File: src/rob_pkg.sv
package rob_pkg;

    // reorder buffer geometry
    localparam int ROB_DEPTH = 32;
    localparam int ROB_IDX_W = 5;

    // occupancy counter needs one extra state for full
    localparam int COUNT_W = $clog2(ROB_DEPTH + 1);

    // datapath widths
    localparam int XLEN       = 32;
    localparam int REG_ADDR_W = 5;
    localparam int NUM_REGS   = 2 ** REG_ADDR_W;

    // byte step between sequential instructions
    localparam int INSN_BYTES = 4;

    // width of the retired instruction counter
    localparam int RETIRE_CNT_W = 32;

    // result lanes: alu, mul, mem, branch
    localparam int CDB_LANES   = 4;
    localparam int CDB_ALU_LANE = 0;
    localparam int CDB_MUL_LANE = 1;
    localparam int CDB_MEM_LANE = 2;
    localparam int CDB_BR_LANE  = 3;

    // entry life cycle
    //   empty    slot is free
    //   rob_wait dispatched, result still pending
    //   done     result written, ready to retire
    typedef enum logic [1:0] {
        empty    = 2'b00,
        rob_wait = 2'b01,
        done     = 2'b10
    } rob_status_t;

    // lane numbering must agree with the lane count
    localparam bit LANES_OK = (CDB_ALU_LANE < CDB_LANES) &&
                              (CDB_MUL_LANE < CDB_LANES) &&
                              (CDB_MEM_LANE < CDB_LANES) &&
                              (CDB_BR_LANE  < CDB_LANES);

    // index width must cover the whole buffer exactly
    localparam bit IDX_OK = (2 ** ROB_IDX_W) == ROB_DEPTH;

endpackage

File: src/arch_regfile.sv
`timescale 1ns/1ps

module arch_regfile
    import rob_pkg::*;
(
    input  logic                  clk,
    input  logic                  rst,
    // write port, driven at commit
    input  logic                  we_i,
    input  logic [REG_ADDR_W-1:0] waddr_i,
    input  logic [XLEN-1:0]       wdata_i,
    // read port
    input  logic [REG_ADDR_W-1:0] raddr_i,
    output logic [XLEN-1:0]       rdata_o
);

    logic [XLEN-1:0] regs_q [NUM_REGS];

    always_ff @(posedge clk) begin
        if (rst) begin
            for (int i = 0; i < NUM_REGS; i++) begin
                regs_q[i] <= '0;
            end
        end else if (we_i && (waddr_i != '0)) begin
            // x0 is hardwired, so its writes are dropped
            regs_q[waddr_i] <= wdata_i;
        end
    end

    // combinational read, no bypass of the same-cycle write
    assign rdata_o = regs_q[raddr_i];

endmodule

File: config.mk
export PLATFORM = sky130hd
export DESIGN_NAME = arch_regfile
export DESIGN_NICKNAME = d
export VERILOG_FILES = /design/src/rob_pkg.sv /design/src/arch_regfile.sv
export SDC_FILE = /design/constraint.sdc
export NUM_CORES = 1
export LEC_CHECK = 0
export BUFFER_PORTS_ARGS = -buffer_cell sky130_fd_sc_hd__buf_2
export CAP_MARGIN = 30
export CORE_ASPECT_RATIO = 0.7
export CORE_UTILIZATION = 41
export CTS_BUF_LIST = sky130_fd_sc_hd__clkbuf_8
export DETAILED_ROUTE_END_ITERATION = 12
export PLACE_DENSITY = 0.66
export SYNTH_ARGS = -nofsm -noshare
export SYNTH_HDL_FRONTEND = slang
export SYNTH_SLANG_ARGS = --single-unit
File: constraint.sdc
create_clock -name clk -period 4 [get_ports clk]
set_clock_uncertainty 0.05 [all_clocks]
set_input_delay 0.6 -clock clk [delete_from_list [all_inputs] [get_ports clk]]
set_output_delay 0.6 -clock clk [all_outputs]
set_load 0.005 [all_outputs]
Yosys cells after proc, flatten, opt, wreduce, memory -nomap -nowiden
Memories as Yosys holds them, arrays and structs flattened. Index checks and enable logic that the tools add are counted.

Muxes and demuxes: 8. Reduce and logical (&&, ||, !) cells: 3.

Operators with widths (number): $mux W32 (1); $reduce_or A32 Y1 (1); $mux W1 (6); $mux W5 (1); $reduce_bool A5 Y1 (1); $logic_and A1 B1 Y1 (1).

Bits in registers: 0. Memory bits (writable): 1024. Input bits: 45. Output and inout bits: 32. Word-level logic and storage cells: 12. Memories kept: 1.

Memories: regs_q (words 32, bits a word 32, read ports 1, clocked after Yosys merged registers in 0, write ports 32, line arch_regfile.sv:17) `logic [XLEN-1:0] regs_q [NUM_REGS];`.

Depth between registers and ports, before layout
Depth in word-level cells: 7. Depth in mapped cells: 8. Mapped depth without buffers: 5.

Worst setup path before layout
Ideal clock, no wire load.

Path kind: input port to output port. From: input port raddr_i[1]. To: output port rdata_o[11]. Data arrival time: 1747 ps. Required time: 3350 ps. Slack: 1603 ps. Stages: 8. Path buffers: 4. Cell sequence: buf_2 > buf_6 > buf_4 > buf_2 > mux2i_1 > nand2_1 > a31oi_1 > nand3_1.

Longest elaborated chain between the ends: 1.

RTL lines: start: declaration (line arch_regfile.sv:13) `input logic [REG_ADDR_W-1:0] raddr_i,`; $mem_v2 Z32 W32; end: declaration (line arch_regfile.sv:14) `output logic [XLEN-1:0] rdata_o`.

No other way between the ends.

Worst setup path in the final report
From: input port raddr_i[2]. To: output port rdata_o[8].

The elaborated chain is that of the path after synthesis.

==> summary.txt <==
Outcome
  – Status: finished clean

Pwr
  – Power per Cell Area: around 420 mW/mm^2
  – Pint: 16630 uW
  – Worst VDD drop: 0.3109 mV
  – Clock Power Share: 34.9%
  – Seq pwr share: 56.7%
  – Net Sw Frac: 24.75%
  – Comb power frac: 8.3%
  – Net Sw Power: 5469 uW
  – Leakage: 0.01963 uW

Yosys
  – Post-synth EDFFs: 1024
  – Post-synth ARST share: 0%
  – Synth cell types: 30
  – Ys Warns: 0
  – Largest family of logic cells by synthesized area: simple AND/OR/NAND/NOR gates
  – Syn_area_per_cell: 13.66 sq um
  – Simple-gate share of the synthesized area: 16.50%
  – Cell Area, Synth: roughly 0.047 sq mm
  – Post-Synth XOR/XNOR Area: 0%
  – Synth Area in Compound Gates: between 4 and 5%
  – Adder-Cell Fraction of Synth Area: 0%
  – #FFs+latches synth: 1024
  – Mux share of post-synthesis cell area: between 10% and 20%
  – Top FF cell, synth: edfxtp_1
  – Synth Instances: 3447
  – Seq/Total Area, Yosys: 65.31%

Clock network
  – Post-CTS Hold Buffers: 0
  – Setup Fix Bufs, Post-CTS: 0
  – Cts bufs inserted: 150
  – Max clock buf depth: 3
  – TritonCTS clock tree: done
  – Clock root buffer: clkbuf_8
  – Clk sinks: 1024
  – H-tree lvl count: 4
  – Reg clk slew, reported paths: 0.07 ns
  – Post-CTS sizing: 0

Global route
  – First-pass GRT wire length: 184.4 mm
  – Largest net degree at the start of global routing: 67
  – GR Util All Layers: 21.60%
  – Vias in the first global route: 27628
  – Overflow after GRT: 0
  – Initial antenna violation count: 2

Die
  – Die Span X: 407.0 um
  – Core region area: approximately 0.11 sq mm
  – Initial Util: 41.56%
  – Die span in y: 285.5 um
  – Site row count: 103
  – Die area: 0.1162 sq mm
  – IO Count: 77

Final layout
  – Layout cell share with drive strength beyond 1: 12.27%
  – Layout net count: between 3000 and 4000
  – Area growth syn-to-layout: 10.78%
  – Multi-input gate area: 0.01504 sq mm
  – Leading registers by flop count: regs_q (1024)
  – Most frequent cells in the layout: edfxtp_1, and2_1, mux2i_1
  – Top reg by flops: regs_q
  – Register area: 0.03075 sq mm
  – Layout fillers: around 10000
  – Most common cell after layout, fill and taps aside: edfxtp_1
  – Max reg flops: slightly above 1000

Flow run
  – Maxcap violations: 0

Timing
  – Unrepaired setup endpoints after global routing: false
  – Setup TNS: 0 ns
  – Clock period minus final worst setup slack: 3.319 ns
  – Final Hold Fails: 0
  – Period utilisation layout: 82.97%
  – Worst Tran Pin Value: 0.9383 ns
  – Final setup fails: 0
  – Max-slew violation count: 0
  – Slew Limit Headroom: 37.45%
  – FMAX: 301.3 MHz
  – WHS: 0.3193 ns

Detailed routing
  – Vias/cell: 5.408
  – WL final: between 100 and 150 mm
  – Via count: 27734
  – Initial drt markers: 2905
  – DRC Markers: 0
  – Initial DRT Pass Iterations: 6
  – ANT nets after route: 0
  – Wirelength per Cell: 24.56 um

Setup path
  – Kind of critical path: input pin to primary output
  – Max FO, Critical Path: 24
  – Slowest library cell on the worst path: buf_4
  – Worst EP required: 3.35 ns
  – WP data arrival: 2.67 ns
  – Setup crit start: raddr_i[2]
  – Setup crit start kind: input pin
  – Worst Setup End Kind: primary output
  – Worst path max stage delay: 0.37 ns
  – Critical path cell sequence: buf_2 -> nor2b_4 -> buf_4 -> buf_4 -> a22oi_1 -> a31oi_1 -> nand3_1 -> buf_2

Place
  – Routability Congestion: 0.8357
  – IO buf count: 76
  – DP Wirelength: 76.66 mm

Min path
  – Hold_sp: wdata_i[5]
  – Hold WC Path Type: input pin to flip-flop
[Yosys cell counts, types with 3 or more instances]
cell type	number	share of area (%)
buf_1	13	0.10
nand2_1	98	0.78
nor2_2	6	0.080
and2_1	993	13
nor2_1	18	0.14
nor2_4	10	0.24
buf_2	45	0.48
or2_2	32	0.43
a22oi_1	96	1.5
mux2i_1	512	11
nand2b_1	3	0.040
a21oi_1	96	1.0
nand3b_1	3	0.048
clkbuf_2	9	0.096
nand3_1	97	1.0
edfxtp_1	1024	65
clkbuf_1	201	1.6
a22o_1	64	1.2
nor3_1	32	0.34
buf_4	49	0.78
a31oi_1	32	0.43
buf_6	3	0.072
[path summary, 6_finish.rpt]
path	endpoint	slack [ns]	depth (start not counted)
min	regs_q[25][5]	0.32	2
max	rdata_o[8]	0.68	8
[routing by layer]
metal	track usage [%]	part of all wire, %
met5	0	0
met3	4.389	7.9
met4	6.570	2.1
met2	31.81	44
met1	31.98	46
[metrics by stage]
stage	total power (uW)	area (sq um)	util (%)	std cells	worst slack [ns]
final	22100	52160	46.04	5128	0.6812
after global routing	22790	52150	46.04	5126	0.6390
after CTS	22190	52120	46.01	5124	0.7927
after detailed placement	14600	49560	43.75	4876	0.7997
after global placement	14560	49560	43.75	4876	0.8164
after floorplan	13780	47200	-	3478	1.603
[critical path, delay by kind of cell]
kind	cells	cell delay, ns
buffers and inverters	4	1.07
AOI/OAI and AO/OA	2	0.37
and+or+nand+nor	2	0.59
[power by group through the flow]
stage	clock, uW	sequential (uW)	combinational, uW
2_1_floorplan	0	12700	1070
3_3_place_gp	0	12700	1810
3_5_place_dp	0	12800	1830
4_1_cts	7820	12500	1830
5_1_grt	8250	12600	1960
6_report	7710	12500	1840
[cell families after synthesis]
group / after synthesis
and+or+nand+nor: 1302
DFF: 1024
muxes: 512
buffers and inverters: 320
AOI/OAI and AO/OA: 288
other: 1
[area by class of cell]
type,count,area share [%]
Timing Repair Buffer,197,3.632
Antenna cell,3,0.01439
Clock inverter,92,0.7964
Sequential cell,1024,58.95
Clock buffer,156,4.116
Multi-Input combinational cell,2134,28.84
Tap cell,1522,3.651
(Power assumes the default switching activity.)
