--- config.mk ---
export PLATFORM = sky130hd
export DESIGN_NAME = commit_unit
export DESIGN_NICKNAME = d
export VERILOG_FILES = /design/src/rob_pkg.sv /design/src/commit_unit.sv
export SDC_FILE = /design/constraint.sdc
export NUM_CORES = 1
export LEC_CHECK = 0
export BUFFER_PORTS_ARGS = -buffer_cell sky130_fd_sc_hd__buf_4
export CAP_MARGIN = 25
export CORE_MARGIN = 3
export CORE_UTILIZATION = 40
export DETAILED_ROUTE_END_ITERATION = 7
export GPL_TIMING_DRIVEN = 0
export PLACE_DENSITY = 0.8
export SETUP_SLACK_MARGIN = 0.02
export SYNTH_ARGS = -nofsm -noshare
export SYNTH_HDL_FRONTEND = slang
export SYNTH_SLANG_ARGS = --single-unit
--- constraint.sdc ---
create_clock -name clk -period 2.8 [get_ports clk]
set_clock_uncertainty 0.05 [all_clocks]
set_input_delay 0.28 -clock clk [delete_from_list [all_inputs] [get_ports clk]]
set_output_delay 0.28 -clock clk [all_outputs]
set_load 0.1 [all_outputs]
--- src/rob_pkg.sv ---
package rob_pkg;

    // reorder buffer geometry
    localparam int ROB_DEPTH = 32;
    localparam int ROB_IDX_W = 5;

    // occupancy counter needs one extra state for full
    localparam int COUNT_W = $clog2(ROB_DEPTH + 1);

    // datapath widths
    localparam int XLEN       = 32;
    localparam int REG_ADDR_W = 5;
    localparam int NUM_REGS   = 2 ** REG_ADDR_W;

    // byte step between sequential instructions
    localparam int INSN_BYTES = 4;

    // width of the retired instruction counter
    localparam int RETIRE_CNT_W = 32;

    // result lanes: alu, mul, mem, branch
    localparam int CDB_LANES   = 4;
    localparam int CDB_ALU_LANE = 0;
    localparam int CDB_MUL_LANE = 1;
    localparam int CDB_MEM_LANE = 2;
    localparam int CDB_BR_LANE  = 3;

    // entry life cycle
    //   empty    slot is free
    //   rob_wait dispatched, result still pending
    //   done     result written, ready to retire
    typedef enum logic [1:0] {
        empty    = 2'b00,
        rob_wait = 2'b01,
        done     = 2'b10
    } rob_status_t;

    // lane numbering must agree with the lane count
    localparam bit LANES_OK = (CDB_ALU_LANE < CDB_LANES) &&
                              (CDB_MUL_LANE < CDB_LANES) &&
                              (CDB_MEM_LANE < CDB_LANES) &&
                              (CDB_BR_LANE  < CDB_LANES);

    // index width must cover the whole buffer exactly
    localparam bit IDX_OK = (2 ** ROB_IDX_W) == ROB_DEPTH;

endpackage

--- src/commit_unit.sv ---
`timescale 1ns/1ps

module commit_unit
    import rob_pkg::*;
(
    input  logic                    clk,
    input  logic                    rst,
    // head entry of the rob
    input  logic                    head_valid_i,
    input  rob_status_t             head_status_i,
    input  logic [XLEN-1:0]         head_pc_i,
    input  logic [REG_ADDR_W-1:0]   head_rd_i,
    input  logic                    head_regf_we_i,
    input  logic [XLEN-1:0]         head_data_i,
    input  logic                    head_is_branch_i,
    input  logic                    head_pred_taken_i,
    input  logic                    head_br_taken_i,
    input  logic [XLEN-1:0]         head_br_target_i,
    // rob control
    output logic                    retire_o,
    output logic                    flush_o,
    output logic [XLEN-1:0]         redirect_pc_o,
    // architectural register write
    output logic                    rf_we_o,
    output logic [REG_ADDR_W-1:0]   rf_waddr_o,
    output logic [XLEN-1:0]         rf_wdata_o,
    // statistics
    output logic [RETIRE_CNT_W-1:0] retired_count_o
);

    logic                    mispredict;
    logic                    writes_reg;
    logic [RETIRE_CNT_W-1:0] retired_q;

    // one entry per cycle, head only
    assign retire_o = head_valid_i && (head_status_i == done);

    // direction mismatch against the prediction made at fetch
    assign mispredict = head_is_branch_i && (head_br_taken_i != head_pred_taken_i);
    assign flush_o    = retire_o && mispredict;

    // correct path after the branch
    always_comb begin
        if (head_br_taken_i) begin
            redirect_pc_o = head_br_target_i;
        end else begin
            redirect_pc_o = head_pc_i + XLEN'(INSN_BYTES);
        end
    end

    // x0 and non-writing instructions leave state alone
    assign writes_reg = head_regf_we_i && (head_rd_i != '0);
    assign rf_we_o    = retire_o && writes_reg;
    assign rf_waddr_o = head_rd_i;
    assign rf_wdata_o = head_data_i;

    always_ff @(posedge clk) begin
        if (rst) begin
            retired_q <= '0;
        end else if (retire_o) begin
            retired_q <= retired_q + 1'b1;
        end
    end

    assign retired_count_o = retired_q;

    // head valid bit and head status always agree
    a_head_consistent: assert property (@(posedge clk) disable iff (rst)
        head_valid_i == (head_status_i != empty));

endmodule

Word-level counts from Yosys, hierarchy flattened
Cells that the tools add are included.
{ "word_totals": {"register_bits": 32, "input_bits": 110, "out_inout_bits": 104, "wordCells": 12} }
{ "op_classes": {"add_sub_neg": 2, "eq_ne": 2, "mux": 1, "reduce_logical": 6} }
{ "ops": {"columns": ["cell", "n"], "rows": [
  ["$add A32 B1 Y32 const B", 1],
  ["$add A32 B3 Y32 const B", 1],
  ["$mux W32", 1],
  ["$logic_and A1 B1 Y1", 5],
  ["$reduce_bool A5 Y1", 1],
  ["$eq A2 B2 Y1 const B", 1],
  ["$ne A1 B1 Y1", 1]
]} }

Logic depth before layout (Yosys ltp)
{ "depth": {"depth_word": 3, "ltp_mapped": 6, "mapped_depth_nobuf": 5} }

Least setup slack after synthesis
No wires, ideal clock.
{ "synth_timing": {"kind": "in2out", "start": "input port head_pc_i[2]", "end": "output port redirect_pc_o[16]", "arrival_ns": 3.337, "required_time_ns": 2.470, "setup_slack_ns": -0.867, "stages": 5, "path_buffers": 0, "cell_sequence": "ha_1 nand3_2 nor4_1 xnor2_1 o21ai_0"} }
{ "synth_between": {"elab_chain_len": 2} }
{ "synth_lines": {"columns": ["item", "line_no", "source"], "rows": [
  ["start, declared", "commit_unit.sv:11", "input logic [XLEN-1:0] head_pc_i,"],
  ["$add A32 B3 Y32", "commit_unit.sv:47", "redirect_pc_o = head_pc_i + XLEN'(INSN_BYTES);"],
  ["$mux W32", "commit_unit.sv:44", "if (head_br_taken_i) begin"],
  ["end, declared", "commit_unit.sv:22", "output logic [XLEN-1:0] redirect_pc_o,"]
]} }
No other way between the ends.

Worst setup path after layout
{ "layout_timing": {"start": "input port head_pc_i[2]", "end": "output port redirect_pc_o[30]"} }
The elaborated chain is that of the path after synthesis.

==> out/results.ini <==
[outcome]
status = complete, no violations

[placed_design]
dpl-instance-area_mm2 = 0.00444
io_buffer_count = 180
dp_cells = 665
post-dp-hpwl_um = 8180
place_congestion = 0.877

[power_and_ir_drop]
p_sw_share_pct = 46.0
switching_power_w = 0.000816
p_leak_nw = 1.92
cellPowerDensity_mw_per_mm2 = 389
power_frac_comb_pct = 49.9
seq_power_share_pct = 25.8
power.internal_w = 0.000959
pwr-share-clk_pct = 24.2
ir_drop_v = 0.000309

[clock_network]
clockRootBuffer = clkbuf_8
cts-htree-levels = 2
clock_insertion_delay_worst_skew_ps = 280
cts_buffers = 5
holdBufCountCts = 0
tritoncts = done
clock_sinks = 32
clockBufferDepth = 2
clkTransAtPathRegs_ps = 70

[sta]
setup_viol = 0
final.period_utilization_pct = 97.5
hold_violations = 0
slew_viol_final = 0
fmax_mhz = 366
slew_headroom_pct = 34.1
rsz0062_at_grt = false
setup_tns_ps = 0
fin_crit_ps = 2730
worstMarginPinSlew_ps = 989

[finish]
final_nets = 688
antenna_cells = 0
drive_above_1_share_pct = 44.2
mostFrequentLayoutCell = buf_4
final_cells = 673
mostFrequentLayoutCells = buf_4 (216), nand2_1 (34), dfxtp_1 (32)
largest_reg_flops = 32
stdcell_area_mm2 = 0.00456
area_growth_pct = 60.0
nFillCells = 622

[die]
initial_utilization_pct = 41.5
fp.dieW_um = 90.4
rows = 30
core_area_mm2 = 0.00687
die_h_um = 90.4
io_pins = 214
dieArea_mm2 = 0.00817

[drt]
drt_iter0_markers = 311
num_vias = 3678
first_pass_iters = 5
detail-route-antenna-nets = 0
vias_per_cell = 5.47
wl_um = 9920
drc_errors = 0
wire_per_inst_um = 14.7

[synthesis]
synth_area_leaders = dfxtp_1 (22%), buf_4 (9.7%), or4_1 (5.8%), xnor2_1 (4.9%), o31ai_1 (4.7%)
synth_top_area_cell = dfxtp_1
ys_seq_elements = 32
syn-num-nets = 501
avgSynthCellArea_um2 = 7.33
ys_seq_area_share_pct = 22.5
yosys_warnings = 0
synth_edf_count = 0
ys_types = 45
synth_area_mm2 = 0.00285
synth_cells = 389
synthFlopType = dfxtp_1
yosys.area.top_type_share_pct = 22.5
async_reset_ff_share_pct = 0

[worst_setup_path]
max_stage_delay_ps = 580
cp_num_buf_inv = 3
worstPathMaxFanout = 10
worst-setup-path-type = in -> out
r2r-end = retired_count_o[31]$_SDFFE_PP0P_
ff2ff_setup_slack_ps = 650
r2r_cells = 5
r2r-start = retired_count_o[15]$_SDFFE_PP0P_
slowest_stage = or4_4
crit_path_end_kind = output port
required_ps = 2470
cp-start-kind = input port
critPathArrivalTime_ps = 2400
worstPathCellList = buf_4 > ha_2 > nand3_2 > or4_4 > buf_6 > or4_1 > a31oi_4 > buf_12
crit_family = simple AND/OR/NAND/NOR gates

[hold_path]
hold_class = in -> reg
hold_start = rst
hold_end = retired_count_o[22]$_SDFFE_PP0P_
hold_path_depth = 3

[grt]
grt_pass1_wl_um = 15700
antenna_found_initial = 0
grt_max_degree = 11
grt_use_total_pct = 22.8
overflow = 0
first_global_vias = 3365

[flow_run]
cap_violations = 0

[metal layers]
layer / global-route usage (%) / wire length, µm
met5: 0 / 0
met4: 7.14 / 227
met3: 5.17 / 865
met2: 38.9 / 4920
met1: 28.4 / 3910
[power groups by stage]
stage | Sequential [W] | Combinational (W) | Clock [W]
floorplan | 0.000476 | 0.000645 | 0
global placement | 0.000468 | 0.000878 | 0
detailed placement | 0.000468 | 0.000884 | 0
CTS | 0.000458 | 0.000886 | 0.000438
global route | 0.000458 | 0.000918 | 0.000460
finish | 0.000458 | 0.000886 | 0.000430
[worst max-delay path by stage]
stage          slack (ps)          from                end  depth (start not counted)
5_1_grt                20  head_pc_i[2]  redirect_pc_o[30]                          8
3_3_place_gp            2  head_pc_i[2]  redirect_pc_o[30]                          8
6_report               70  head_pc_i[2]  redirect_pc_o[30]                          8
2_1_floorplan        -120  head_pc_i[2]  redirect_pc_o[16]                          5
3_5_place_dp          -10  head_pc_i[2]  redirect_pc_o[30]                          8
4_1_cts                40  head_pc_i[2]  redirect_pc_o[30]                          8
[worst reg2reg max path, stage by stage, from the launching register on]
cell     delay (ps)
dfxtp_1         470
nand4_2         170
or4_1           540
buf_2           180
or4_1           510
a21oi_1         160
[stage by stage]
stage                     hold slack [ps]  total power (W)  setup slack (ps)  util, %
after floorplan                       597          0.00112              -120        -
after global placement                418          0.00135              1.75     64.6
after detailed placement              438          0.00135             -10.4     64.6
after CTS                             367          0.00178              40.7     66.2
after global routing                  413          0.00184              17.7     66.4
final                                 371          0.00177              70.5     66.4
[Yosys cell counts (10+ instances only)]
| cell type | number |
|---|---|
| or4_1 | 22 |
| buf_4 | 37 |
| nor2_1 | 28 |
| a21oi_1 | 21 |
| a31oi_1 | 11 |
| xnor2_1 | 16 |
| o31ai_1 | 18 |
| nor4_1 | 10 |
| nand4_1 | 14 |
| nand3_1 | 24 |
| o21ai_0 | 21 |
| clkbuf_1 | 12 |
| nand2_1 | 34 |
| inv_1 | 14 |
| dfxtp_1 | 32 |
[final cells by class]
class	instances	area [µm²]	share of cell area [%]
multi-input cells	289	1910	42.0
clock inverters	2	35.0	0.768
well taps	96	120	2.63
inverters	14	52.6	1.15
plain buffers	54	360	7.90
clock buffers	6	72.6	1.59
flip-flops and latches	32	641	14.1
repair buffers	180	1360	29.9
[what timing repair did]
item	in CTS	in global routing
cloned	0	0
endpoints found under the setup margin	1	1
resized for setup	1	3
setup buffers	0	0
[cell families after synthesis]
| logic type | Yosys count | share of synthesized area (%) |
|---|---|---|
| and+or+nand+nor | 178 | 35.5 |
| adders and majority gates | 2 | 0.878 |
| buffers and inverters | 68 | 14.5 |
| xor gates and xnor gates | 24 | 7.37 |
| DFF | 32 | 22.5 |
| muxes | 5 | 1.98 |
| AOI/OAI and AO/OA | 80 | 17.3 |
(Power assumes the default switching activity.)
